===== src/design/game_pkg.sv =====
`default_nettype none

package game_pkg;

	// ========================================
	// board geometry
	// ========================================

	// cells per side of the square board
	localparam int board_size = 10;

	// marked cells in a row that end the round
	localparam int run_length = 4;

	// ========================================
	// shared types
	// ========================================

	// one coordinate, 0..9 on the board, 10..15 means out of range
	typedef logic [3:0] coord_t;

	// content of one grid cell, only the triangle player is left
	typedef enum logic
	{
		cell_empty    = 1'b0, // free cell
		cell_triangle = 1'b1  // marked by the player
	} cell_t;

	// one decimal digit of a count shown on a display, 0..9
	typedef logic [3:0] digit_t;

endpackage

`default_nettype wire

===== src/design/move_if.sv =====
`timescale 1ns/10ps
`default_nettype none

// one move in flight between entry, board and score keeper
interface move_if;

	logic             move_valid;    // one-cycle pulse from entry
	game_pkg::coord_t move_x;        // held from move_valid until the verdict
	game_pkg::coord_t move_y;

	// verdict, exactly one of these pulses per move
	logic move_rejected; // cell already taken
	logic move_placed;   // cell marked, no run on the board
	logic move_won;      // cell marked and a run found

	// ========================================
	// modports
	// ========================================
	modport entry
	(
		output move_valid,
		output move_x,
		output move_y,
		input  move_rejected,
		input  move_placed,
		input  move_won
	);

	modport board
	(
		input  move_valid,
		input  move_x,
		input  move_y,
		output move_rejected,
		output move_placed,
		output move_won
	);

	// score keeper only listens
	modport score
	(
		input move_x,
		input move_y,
		input move_placed,
		input move_won
	);

endinterface

`default_nettype wire


===== src/design/game_top.sv =====
`timescale 1ns/10ps
`default_nettype none

module game_top #(
	parameter int hold_cycles        = 15000000,  // about 300 ms at 50 MHz
	parameter int error_phase_cycles = 12500000,  // 250 ms per error phase
	parameter int win_phase_cycles   = 125000000  // 2.5 s per win phase
)
(
	input  logic             clock_builtin_50MHZ,
	input  logic             reset,
	input  logic             not_logic_0,
	input  logic             not_logic_1,
	input  logic             not_activity,
	output logic [7:0]       in_shift_reg,
	output game_pkg::digit_t move_count_tens,
	output game_pkg::digit_t move_count_ones,
	output game_pkg::digit_t win_count_tens,
	output game_pkg::digit_t win_count_ones,
	output game_pkg::coord_t last_x,
	output game_pkg::coord_t last_y
);

	// shared move and verdict signals
	move_if u_move ();

	// ========================================
	// buttons, leds and blinking
	// ========================================
	move_entry #(
		.hold_cycles        (hold_cycles),
		.error_phase_cycles (error_phase_cycles),
		.win_phase_cycles   (win_phase_cycles)
	) u_entry (
		.clock_builtin_50MHZ (clock_builtin_50MHZ),
		.reset               (reset),
		.not_logic_0         (not_logic_0),
		.not_logic_1         (not_logic_1),
		.not_activity        (not_activity),
		.in_shift_reg        (in_shift_reg),
		.move                (u_move.entry)
	);

	// grid, occupancy and run scan
	board_keeper u_board (
		.clock_builtin_50MHZ (clock_builtin_50MHZ),
		.reset               (reset),
		.move                (u_move.board)
	);

	// display counts
	score_board u_score (
		.clock_builtin_50MHZ (clock_builtin_50MHZ),
		.reset               (reset),
		.move                (u_move.score),
		.move_count_tens     (move_count_tens),
		.move_count_ones     (move_count_ones),
		.win_count_tens      (win_count_tens),
		.win_count_ones      (win_count_ones),
		.last_x              (last_x),
		.last_y              (last_y)
	);

endmodule

`default_nettype wire


===== src/design/score_board.sv =====
`timescale 1ns/10ps
`default_nettype none

module score_board
(
	input  logic             clock_builtin_50MHZ,
	input  logic             reset,
	move_if.score            move,
	output game_pkg::digit_t move_count_tens,
	output game_pkg::digit_t move_count_ones,
	output game_pkg::digit_t win_count_tens,
	output game_pkg::digit_t win_count_ones,
	output game_pkg::coord_t last_x,
	output game_pkg::coord_t last_y
);

	localparam game_pkg::digit_t top_digit = 4'd9;

	// two-digit decimal increment, returns {tens, ones}, 99 wraps to 00
	function automatic logic [7:0] dec_inc(input game_pkg::digit_t tens,
	                                       input game_pkg::digit_t ones);
		logic [7:0] result;

		if (ones != top_digit)
		begin
			result = {tens, ones + 4'd1};
		end
		else if (tens != top_digit)
		begin
			result = {tens + 4'd1, 4'd0}; // carry into tens
		end
		else
		begin
			result = 8'h00;
		end
		return result;
	endfunction

	// ========================================
	// counters and last position
	// ========================================
	always_ff @(posedge clock_builtin_50MHZ)
	begin
		if (reset)
		begin
			move_count_tens <= '0;
			move_count_ones <= '0;
			win_count_tens  <= '0;
			win_count_ones  <= '0;
			last_x          <= '0;
			last_y          <= '0;
		end
		else if (move.move_won)
		begin
			// new round, last position is kept
			move_count_tens <= '0;
			move_count_ones <= '0;
			{win_count_tens, win_count_ones} <= dec_inc(win_count_tens, win_count_ones);
		end
		else if (move.move_placed)
		begin
			last_x <= move.move_x;
			last_y <= move.move_y;
			{move_count_tens, move_count_ones} <= dec_inc(move_count_tens, move_count_ones);
		end
	end

endmodule

`default_nettype wire


===== src/design/board_keeper.sv =====
`timescale 1ns/10ps
`default_nettype none

module board_keeper
(
	input  logic  clock_builtin_50MHZ,
	input  logic  reset,
	move_if.board move
);

	localparam int last_index = game_pkg::board_size - 1;
	localparam game_pkg::coord_t last_coord = game_pkg::coord_t'(last_index);

	// scan directions: right, down, down-right, down-left
	localparam int step_x [4] = '{1, 0, 1, -1};
	localparam int step_y [4] = '{0, 1, 1, 1};

	typedef enum logic [1:0]
	{
		bk_idle,     // no move in flight
		bk_checking, // occupancy of the addressed cell
		bk_scanning  // one start cell per cycle
	} bk_state_t;

	bk_state_t        state;
	game_pkg::cell_t  grid [game_pkg::board_size][game_pkg::board_size]; // [y][x]
	game_pkg::coord_t scan_x;
	game_pkg::coord_t scan_y;
	logic             cell_taken;
	logic             run_found;
	logic             clear_grid;

	assign cell_taken = (grid[move.move_y][move.move_x] == game_pkg::cell_triangle);
	assign clear_grid = (state == bk_scanning) && run_found; // same edge as move_won

	// ========================================
	// run test at the current start cell
	// ========================================
	always_comb
	begin
		int   end_x;
		int   end_y;
		int   px;
		int   py;
		logic all_marked;

		end_x      = 0;
		end_y      = 0;
		px         = 0;
		py         = 0;
		all_marked = 1'b0;
		run_found  = 1'b0;
		for (int d = 0; d < 4; d++)
		begin
			// last cell of the run must still be on the board
			end_x = int'(scan_x) + step_x[d] * (game_pkg::run_length - 1);
			end_y = int'(scan_y) + step_y[d] * (game_pkg::run_length - 1);
			if ((end_x >= 0) && (end_x <= last_index) && (end_y <= last_index))
			begin
				all_marked = 1'b1;
				for (int i = 0; i < game_pkg::run_length; i++)
				begin
					px = int'(scan_x) + step_x[d] * i;
					py = int'(scan_y) + step_y[d] * i;
					if (grid[game_pkg::coord_t'(py)][game_pkg::coord_t'(px)] != game_pkg::cell_triangle)
					begin
						all_marked = 1'b0;
					end
				end
				if (all_marked)
				begin
					run_found = 1'b1;
				end
			end
		end
	end

	// grid storage, wiped on reset and after a win
	always_ff @(posedge clock_builtin_50MHZ)
	begin
		if (reset || clear_grid)
		begin
			for (int y = 0; y < game_pkg::board_size; y++)
			begin
				for (int x = 0; x < game_pkg::board_size; x++)
				begin
					grid[y][x] <= game_pkg::cell_empty;
				end
			end
		end
		else if ((state == bk_checking) && !cell_taken)
		begin
			grid[move.move_y][move.move_x] <= game_pkg::cell_triangle; // place the mark
		end
	end

	// ========================================
	// verdict fsm
	// ========================================
	always_ff @(posedge clock_builtin_50MHZ)
	begin
		if (reset)
		begin
			state              <= bk_idle;
			scan_x             <= '0;
			scan_y             <= '0;
			move.move_rejected <= 1'b0;
			move.move_placed   <= 1'b0;
			move.move_won      <= 1'b0;
		end
		else
		begin
			move.move_rejected <= 1'b0; // verdicts are single pulses
			move.move_placed   <= 1'b0;
			move.move_won      <= 1'b0;
			case (state)
				bk_idle:
				begin
					if (move.move_valid)
					begin
						state <= bk_checking;
					end
				end

				bk_checking:
				begin
					if (cell_taken)
					begin
						move.move_rejected <= 1'b1;
						state              <= bk_idle;
					end
					else
					begin
						scan_x <= '0; // mark goes in on this edge, scan from the corner
						scan_y <= '0;
						state  <= bk_scanning;
					end
				end

				bk_scanning:
				begin
					if (run_found)
					begin
						move.move_won <= 1'b1; // first winning start ends the scan
						state         <= bk_idle;
					end
					else if ((scan_x == last_coord) && (scan_y == last_coord))
					begin
						move.move_placed <= 1'b1; // all 100 starts seen
						state            <= bk_idle;
					end
					else if (scan_x == last_coord)
					begin
						scan_x <= '0;
						scan_y <= scan_y + 4'd1;
					end
					else
					begin
						scan_x <= scan_x + 4'd1;
					end
				end

				default:
				begin
					state <= bk_idle;
				end
			endcase
		end
	end

endmodule

`default_nettype wire


===== src/design/move_entry.sv =====
`timescale 1ns/10ps
`default_nettype none

module move_entry #(
	parameter int hold_cycles        = 15000000,  // debounce hold-off
	parameter int error_phase_cycles = 12500000,  // one error blink phase
	parameter int win_phase_cycles   = 125000000  // one win blink phase
)
(
	input  logic       clock_builtin_50MHZ,
	input  logic       reset,
	input  logic       not_logic_0,  // active low, shifts a 0 in
	input  logic       not_logic_1,  // active low, shifts a 1 in
	input  logic       not_activity, // active low, submits the register
	output logic [7:0] in_shift_reg, // also drives the leds
	move_if.entry      move
);

	// one counter for hold-off and blink phases, sized for the longest
	localparam int max_hold_err = (hold_cycles > error_phase_cycles) ?
		hold_cycles : error_phase_cycles;
	localparam int max_cycles = (max_hold_err > win_phase_cycles) ?
		max_hold_err : win_phase_cycles;
	localparam int cnt_w = $clog2(max_cycles + 1);

	localparam game_pkg::coord_t last_coord = game_pkg::coord_t'(game_pkg::board_size - 1);

	typedef enum logic [2:0]
	{
		st_collecting,  // buttons shift bits in
		st_holding,     // debounce, buttons ignored
		st_submitting,  // decode and range check
		st_waiting,     // move in flight, wait for the verdict
		st_error_blink,
		st_win_blink
	} state_t;

	state_t           state;
	logic [cnt_w-1:0] cnt;            // shared down-counter
	logic [1:0]       phase;          // blink phase 0..3
	logic             submit_pending; // hold-off started by the activity button
	logic [cnt_w-1:0] phase_len;      // reload value of the running blink
	game_pkg::coord_t dec_x;
	game_pkg::coord_t dec_y;
	logic             in_range;

	// ========================================
	// decoding of the entered bits
	// ========================================
	// x and y are entered msb last, so the bit order is reversed
	assign dec_x = {in_shift_reg[0], in_shift_reg[1], in_shift_reg[2], in_shift_reg[3]};
	assign dec_y = {in_shift_reg[4], in_shift_reg[5], in_shift_reg[6], in_shift_reg[7]};
	assign in_range = (dec_x <= last_coord) && (dec_y <= last_coord);

	assign phase_len = (state == st_win_blink) ?
		cnt_w'(win_phase_cycles - 1) : cnt_w'(error_phase_cycles - 1);

	// move payload, stays put while the board works on it
	always_ff @(posedge clock_builtin_50MHZ)
	begin
		if (state == st_submitting)
		begin
			move.move_x <= dec_x;
			move.move_y <= dec_y;
		end
	end

	// ========================================
	// entry fsm
	// ========================================
	always_ff @(posedge clock_builtin_50MHZ)
	begin
		if (reset)
		begin
			state           <= st_collecting;
			cnt             <= '0;
			phase           <= '0;
			submit_pending  <= 1'b0;
			in_shift_reg    <= '0;
			move.move_valid <= 1'b0;
		end
		else
		begin
			move.move_valid <= 1'b0; // pulse lasts one cycle
			case (state)
				st_collecting:
				begin
					if (!not_logic_0) // 0 button wins over the others
					begin
						in_shift_reg <= {in_shift_reg[6:0], 1'b0};
						cnt          <= cnt_w'(hold_cycles);
						state        <= st_holding;
					end
					else if (!not_logic_1)
					begin
						in_shift_reg <= {in_shift_reg[6:0], 1'b1};
						cnt          <= cnt_w'(hold_cycles);
						state        <= st_holding;
					end
					else if (!not_activity)
					begin
						submit_pending <= 1'b1; // judge the move after the hold-off
						cnt            <= cnt_w'(hold_cycles);
						state          <= st_holding;
					end
				end

				st_holding:
				begin
					if (cnt == '0)
					begin
						submit_pending <= 1'b0;
						state          <= submit_pending ? st_submitting : st_collecting;
					end
					else
					begin
						cnt <= cnt - cnt_w'(1);
					end
				end

				st_submitting:
				begin
					if (in_range)
					begin
						move.move_valid <= 1'b1; // payload latched on this edge too
						state           <= st_waiting;
					end
					else
					begin
						in_shift_reg <= 8'hff; // first error phase, leds on
						phase        <= '0;
						cnt          <= cnt_w'(error_phase_cycles - 1);
						state        <= st_error_blink;
					end
				end

				st_waiting:
				begin
					if (move.move_rejected) // occupied cell
					begin
						in_shift_reg <= 8'hff;
						phase        <= '0;
						cnt          <= cnt_w'(error_phase_cycles - 1);
						state        <= st_error_blink;
					end
					else if (move.move_placed)
					begin
						in_shift_reg <= {move.move_y, move.move_x}; // echo, y high and x low
						state        <= st_collecting;
					end
					else if (move.move_won)
					begin
						in_shift_reg <= {move.move_y, move.move_x}; // echo shows for one cycle
						phase        <= '0;
						cnt          <= cnt_w'(win_phase_cycles - 1);
						state        <= st_win_blink;
					end
				end

				// both blinks run on, off, on, off and differ only in phase length
				st_error_blink, st_win_blink:
				begin
					if (cnt == '0)
					begin
						if (phase == 2'd3)
						begin
							in_shift_reg <= '0; // last phase done, back to entry
							state        <= st_collecting;
						end
						else
						begin
							phase        <= phase + 2'd1;
							cnt          <= phase_len;
							in_shift_reg <= phase[0] ? 8'hff : 8'h00; // pattern of the next phase
						end
					end
					else
					begin
						cnt          <= cnt - cnt_w'(1);
						in_shift_reg <= phase[0] ? 8'h00 : 8'hff; // even phases lit
					end
				end

				default:
				begin
					state <= st_collecting;
				end
			endcase
		end
	end

endmodule

`default_nettype wire


===== config.mk =====
export PLATFORM = sky130hd
export DESIGN_NAME = game_top
export DESIGN_NICKNAME = d
export VERILOG_FILES = /design/src/design/game_pkg.sv /design/src/design/move_if.sv /design/src/design/game_top.sv /design/src/design/score_board.sv /design/src/design/board_keeper.sv /design/src/design/move_entry.sv
export SDC_FILE = /design/constraint.sdc
export NUM_CORES = 1
export LEC_CHECK = 0
export BUFFER_PORTS_ARGS = -buffer_cell sky130_fd_sc_hd__buf_2
export CELL_PAD_IN_SITES_DETAIL_PLACEMENT = 0
export CELL_PAD_IN_SITES_GLOBAL_PLACEMENT = 2
export CORE_MARGIN = 2
export CORE_UTILIZATION = 38
export DETAILED_ROUTE_END_ITERATION = 12
export PLACE_DENSITY_LB_ADDON = 0.1
export SLEW_MARGIN = 15
export SYNTH_ARGS = -nofsm -noshare
export SYNTH_HDL_FRONTEND = slang
export SYNTH_HIERARCHICAL = 1
export SYNTH_SLANG_ARGS = --single-unit

===== constraint.sdc =====
create_clock -name clock_builtin_50MHZ -period 8 [get_ports clock_builtin_50MHZ]
set_input_delay 2.4 -clock clock_builtin_50MHZ [delete_from_list [all_inputs] [get_ports clock_builtin_50MHZ]]
set_output_delay 2.4 -clock clock_builtin_50MHZ [all_outputs]
set_load 0.01 [all_outputs]

==> metrics, run 1 <==
status completed; worst skew pair latency between 0.5 and 0.6 ns; net count after synthesis between 1500 and 2000; Max Fclk 163 MHz; RSZ-0062 raised after global routing false; H-tree depth 1; number of global-route vias before repair around 15000; largest net degree at the start of global routing between 90 and 100; max_slew headroom 13.0%; Synth Cell Area 0.0180 mm²; hold path cells 0; Final Skew roughly 0.015 ns; period utilisation layout around three quarters; r2r worst-path depth 14; Critical Path AT ~6.7 ns; row cnt a little under 80; worst slew pin tran about 1.3 ns; FF-to-FF Start u_board/scan_y[0]; WHS 0.465 ns; most common flop cell mapped by yosys dfxtp_1; critical path class flip-flop to flip-flop; Tmin final ~6.1 ns; DIE AREA 0.0492 mm²; max reg flops 160; Leak roughly 0.0072 µW; crit-path cells inv_4, ha_2, clkinv_1, mux4_2, mux4_2, or2_2, nand3_1, a21oi_1, o211a_1, a31oi_1, a31o_2, o21a_4, buf_12, a22o_1; FF+latch count, synth 251; Max Cap Viol 0; core footprint roughly 0.047 mm²; cells after synthesis approximately 1800; drc violations 0; layout cell share with drive strength beyond 1 between 20% and 30%; CP required approximately 8.5 ns; Post-Syn Area per Cell between 10 and 15 µm²; initial antenna violation count 0; r2r endpoint u_board/grid[3][3]; first-pass GRT wire length around 100000 µm; CP Capture Type flip-flop; post-route ant nets 0; initial DRC count between 1500 and 2000; Area growth syn-to-layout 9.44%; Die X roughly 220 µm; setup bufs post-CTS 0; final WL roughly 68000 µm; ys async rst share 0%; routed vias around 16000; CP Launch Type flip-flop; CTS max path bufs 3; global route total overflow 0; clk sinks approximately 250; Crit Path Max Fanout 52; Reg area roughly 0.005 mm²; Hold Path Class flip-flop to flip-flop; Yosys cell types around 100; Seq/Total Area, Yosys between 20% and 30%; EDFF count, synth 8; final max-slew violation count 0; antenna cells 0; drt wl/cell approximately 29 µm; Final WS setup about 1.9 ns; post-cts hold buffer count 0; Via density around 6.8; Pwr per Cell Area roughly 220 mW/mm²; RePlAce Congestion between 0.8 and 0.9; clock-pin slew on the worst setup and hold paths about 0.060 ns; Die Y 222 µm; pre-CTS setup slack around 1.7 ns; HP Start u_entry/in_shift_reg[7]; Hold Path Sink u_entry/move.move_y[0]; Final Hold Fails 0; clk root buf clkbuf_16; total negative slack 0 ns; fillcell total about 4400; VDD IR max between 150 and 200 µV; Worst R2R Setup Slack around 1.9 ns; Initial Utilization around two fifths; GR Util All Layers approximately 27%; total CTS buffers 31; CTS tree yes; First-pass DRT Iterations 5; final core utilization between 40 and 50%; post-CTS sizing 0; dpl hpwl roughly 46000 µm; cell mode on critical path mux4_2; Final Setup Violations 0; nets 1731; area of the multi-input gates approximately 0.012 mm²; delay of the slowest critical-path stage ~0.86 ns; PortBufs 36; Slowest-stage cell, CP clkinv_1; Yosys warnings 6; # IOs 37
[where the power goes]
part | total, µW | leakage, µW | switching, µW | internal, µW
Clock | 1490 | 0.000520 | 587 | 899
Combinational | 1470 | 0.00465 | 986 | 480
Sequential | 1470 | 0.00204 | 117 | 1350
[final cells by class]
cell class | instances | area share (%)
Clock buffer | 40 | 4.25
Clock inverter | 17 | 1.12
Inverter | 25 | 0.488
Multi-Input combinational cell | 1322 | 61.9
Sequential cell | 251 | 25.9
Tap cell | 607 | 3.85
Timing Repair Buffer | 75 | 2.52
[metrics by stage]
stage	power [µW]	area, µm²	std cells
CTS	4430	19700	2336
floorplan	2470	18000	1750
finish	4420	19700	2337
global placement	2930	18700	2279
detailed placement	2930	18700	2279
global route	4630	19700	2337
[Yosys cell counts, types with 9 or more instances]
| cell | instances | area, µm² |
|---|---|---|
| nand2_1 | 106 | 398 |
| a22oi_1 | 31 | 233 |
| nor3_1 | 47 | 235 |
| a311oi_1 | 10 | 87.6 |
| mux2i_1 | 122 | 1220 |
| mux2_2 | 27 | 304 |
| buf_2 | 36 | 180 |
| nand3_1 | 44 | 220 |
| o22ai_1 | 12 | 75.1 |
| nor2b_1 | 19 | 119 |
| xnor2_1 | 26 | 228 |
| a22o_1 | 83 | 727 |
| buf_1 | 19 | 71.3 |
| a31oi_1 | 11 | 68.8 |
| dfxtp_1 | 243 | 4860 |
| nand4_1 | 13 | 81.3 |
| clkbuf_1 | 65 | 244 |
| ha_1 | 20 | 250 |
| buf_4 | 18 | 135 |
| a31o_2 | 17 | 149 |
| a221oi_1 | 9 | 78.8 |
| a21o_1 | 53 | 398 |
| nor2_1 | 106 | 398 |
| a21oi_1 | 66 | 330 |
| nand2b_1 | 22 | 138 |
| mux4_2 | 178 | 4010 |
| o21ai_0 | 61 | 305 |
| a211oi_1 | 11 | 82.6 |
| inv_1 | 22 | 82.6 |
| or3_1 | 13 | 81.3 |
| buf_6 | 14 | 158 |
| a32o_1 | 21 | 210 |
| o211ai_1 | 14 | 105 |
| and3_1 | 12 | 75.1 |
| nor4_1 | 14 | 87.6 |
[metal layers]
metal,vias up,wire length (µm),GRT usage (%)
li1,6849,-,-
met1,8138,30400,40.3
met2,792,29100,39.2
met3,107,7280,7.06
met4,0,1740,6.87
met5,-,0,0
[placed cells by master, fill, tap and decap left out, drive strengths merged, types with 9 or more instances in the layout]
cell type	instances
xnor2	28
nor4	16
nand2b	22
a22oi	31
mux2i	122
o211ai	15
clkbuf	40
o21ai	66
nand3	44
nor2b	19
dfxtp	243
ha	20
o22ai	12
buf	75
inv	26
clkinv	9
or4	9
a221oi	9
a31o	18
nand4	14
a211oi	11
and3	12
a22o	83
nand2	107
or3	17
nor2	112
a31oi	11
mux2	27
nor3	51
a311oi	10
a21oi	67
mux4	178
a21o	53
a32o	21
[critical path: cells and delay by family, from the launching register on]
family	cells	cell delay (ns)
flip-flops	1	0.52
AND/OR/NAND/NOR	2	0.41
adder cells (fa/ha/maj)	1	0.82
buffers and inverters	3	1.33
AO/OA/AOI/OAI	6	1.59
multiplexers	2	1.29
[cell families (layout without fill, tap and decap cells)]
logic type                 after synthesis  count (layout)  synth area share [%]
DFF                                    251             251                  28.3
buffers and inverters                  177             157                  4.90
adders and majority gates               20              20                  1.39
and+or+nand+nor                        467             467                  13.6
xor gates and xnor gates                36              36                  1.83
AOI/OAI and AO/OA                      472             472                  19.3
muxes                                  327             327                  30.7
[how the worst max path moves through the flow]
stage	startpoint	end	slack [ns]
2_1_floorplan	u_board/scan_y[0]	u_board/grid[1][0]	3.27
3_3_place_gp	u_board/scan_y[0]	u_board/grid[1][1]	1.77
3_5_place_dp	u_board/scan_y[0]	u_board/grid[9][1]	1.67
4_1_cts	u_board/scan_y[0]	u_board/grid[9][1]	1.65
5_1_grt	u_board/scan_y[0]	u_board/grid[6][4]	1.58
6_report	u_board/scan_y[0]	u_board/grid[3][3]	1.86
No activity file was read; power rests on OpenSTA's default activity.
==> run 2, diff against run 1 <==
==> constraint.sdc (replaced) <==
create_clock -name clock_builtin_50MHZ -period 6.08 [get_ports clock_builtin_50MHZ]
set_input_delay 1.824 -clock clock_builtin_50MHZ [delete_from_list [all_inputs] [get_ports clock_builtin_50MHZ]]
set_output_delay 1.824 -clock clock_builtin_50MHZ [all_outputs]
set_load 0.01 [all_outputs]
==> run 2 against run 1 <==
  * Combinational power rose by 29%
  * Core utilization up 0.17 points
  * Global-route usage shrank 0.56 points
  * Critical endpoint is now u_board/grid[1][4]
  * Routed wire length shrank 1.9%
  * Sequential share of layout area shrank 0.10 points
==> metrics, run 2 (same netlist as run 1, synthesis figures left out) <==
status completed; clk root buf clkbuf_16; busiest grt layer met2; Worst R2R Setup Slack 0.67 ns (-1.19 ns); combinational share of power 33.1% (about the same); RSZ-0062 raised after global routing false; clk sinks 251 (unchanged); # IOs 37 (unchanged); clock-pin slew on the worst setup and hold paths 0.06 ns (about the same); CP Capture Type flip-flop; drt wl/cell 28.5 µm (-2.6%); global route total overflow 0 (unchanged); Final WS setup 0.672 ns (-1.19 ns); Max Fclk 185 MHz (+13%); Critical Path AT 5.94 ns (-0.71 ns); most frequent cells in the layout dfxtp_1 (238), mux4_2 (178), mux2i_1 (122); Die Y 222 µm (unchanged); period utilisation layout 88.9% (+12 points); Crit Path Max Fanout 31 (-40%); H-tree depth 1 (unchanged); First-pass DRT Iterations 6 (+1); commonest non-fill, non-tap cell in the layout dfxtp_1; Leak 0.00727 µW (+0.73%); GR Util All Layers 26.6% (-0.56 points); VDD IR max 218 µV (+23%); worst skew pair latency 0.60 ns (+0.02 ns); DIE AREA 0.0492 mm² (unchanged); met1 usage 38.3% (-2.0 points); CP required 6.61 ns (-1.90 ns); worst slew pin tran 1.20 ns (-0.0993 ns); largest net degree at the start of global routing 73 (-21%); GRT met3 Usage 6.84% (-0.23 points); Max Cap Viol 0 (unchanged); post-CTS sizing 0 (unchanged); Reg area 0.00511 mm² (unchanged); r2r endpoint u_board/grid[1][4]; number of global-route vias before repair 14700 (-0.96%); Net Sw Frac 38.1% (-0.11 points); first-pass GRT wire length 99700 µm (-2.2%); Final Cell Area 0.0198 mm² (+0.40%); Net Sw Power 2170 µW (+29%); Area growth syn-to-layout 9.88%; Setup crit end u_board/grid[1][4]; nets 1746 (+0.87%); core footprint 0.0468 mm² (unchanged); pre-CTS setup slack 0.842 ns (-0.829 ns); CTS max path bufs 3 (unchanged); row cnt 79 (unchanged); final core utilization 42.4% (+0.17 points); r2r worst-path depth 13 (-1); Initial Utilization 38.6% (unchanged); met2 usage in global routing 39.9% (+0.72 points); drc violations 0 (unchanged); Int Pwr 3530 µW (+29%); layout cell share with drive strength beyond 1 24.2% (+0.48 points); post-cts hold buffer count 0 (unchanged); Final Hold Fails 0 (unchanged); Post-DP Area 0.0188 mm² (+0.73%); FF-to-FF Start u_board/scan_y[2]; fillcell total 4485 (+1.7%); CP Launch Type flip-flop; Worst Setup SP u_board/scan_y[2]; routed vias 15600 (-1.7%); initial antenna violation count 0 (unchanged); dpl hpwl 46800 µm (+1.8%); Reg power frac 34.4% (+1.2 points); setup bufs post-CTS 0 (unchanged); Final Skew 0.0127 ns (-0.00233 ns); max reg flops 160 (unchanged); Pwr per Cell Area 288 mW/mm² (+29%); area of the multi-input gates 0.0122 mm² (-0.42%); Tmin final 5.41 ns (-0.730 ns); CTS tree yes; Hold Path Class flip-flop to flip-flop; max_slew headroom 19.6% (+6.6 points); Via density 6.64 (-2.3%); Clock power frac 32.5% (-1.1 points); Final Setup Violations 0 (unchanged); total negative slack 0 ns (unchanged); Die X 222 µm (unchanged); post-route ant nets 0 (unchanged); total CTS buffers 31 (unchanged); final max-slew violation count 0 (unchanged); critical path class flip-flop to flip-flop; initial DRC count 1900 (+7.7%); final WL 67200 µm (-1.9%); RePlAce Congestion 0.883 (-1.3%); PortBufs 36 (unchanged)
## run 2: stage by stage
stage	hold slack, ns	power (µW)	instances
final	0.467	5700	2353
after global routing	0.483	5990	2352
after CTS	0.466	5720	2352
after detailed placement	0.457	3850	2295
after floorplan	0.443	3250	1750
after global placement	0.458	3860	2295
## run 2: how the worst min path moves through the flow
stage,startpoint,endpoint,depth (start not counted)
2_1_floorplan,u_entry/move.move_valid,u_board/state[0],1
3_3_place_gp,u_entry/move.move_valid,u_board/state[0],1
3_5_place_dp,u_entry/move.move_valid,u_board/state[0],1
4_1_cts,u_entry/move.move_valid,u_board/state[0],1
5_1_grt,u_entry/move.move_valid,u_board/state[0],1
6_report,u_entry/move.move_valid,u_board/state[0],1
## run 2: final cells by class
| class | instances | area share, % |
|---|---|---|
| clock inverters | 10 | 0.606 |
| multi-input cells | 1322 | 61.4 |
| inverters | 25 | 0.486 |
| diodes | 1 | 0.0126 |
| flip-flops and latches | 251 | 25.8 |
| repair buffers | 90 | 3.33 |
| clock buffers | 47 | 4.57 |
| well taps | 607 | 3.83 |
## run 2: worst max-delay path, stage by stage, from the launching register on
cell     delay [ns]
dfxtp_1        0.76
ha_1           0.58
xnor2_1        0.37
or3_1          0.44
o22ai_1        0.13
nor3_1         0.59
inv_1          0.12
mux4_2         0.52
or3_1          0.33
a31oi_1        0.13
a31o_2         0.36
o21a_4         0.48
buf_4          0.32
a22o_1         0.17
## run 2: power by group through the flow
stage | combinational (µW) | clock (µW) | sequential (µW)
after floorplan | 1340 | 0 | 1910
after global routing | 2040 | 1970 | 1980
final | 1890 | 1860 | 1960
after detailed placement | 1860 | 0 | 2000
after CTS | 1860 | 1900 | 1960
after global placement | 1870 | 0 | 1990
## run 2: per-layer routing
metal	up-vias	share of wire, %	wire length, µm
met2	713	44	29300
met4	0	2.2	1450
met1	7936	45	30100
met3	89	9.4	6310
met5	-	0	0
li1	6885	-	-
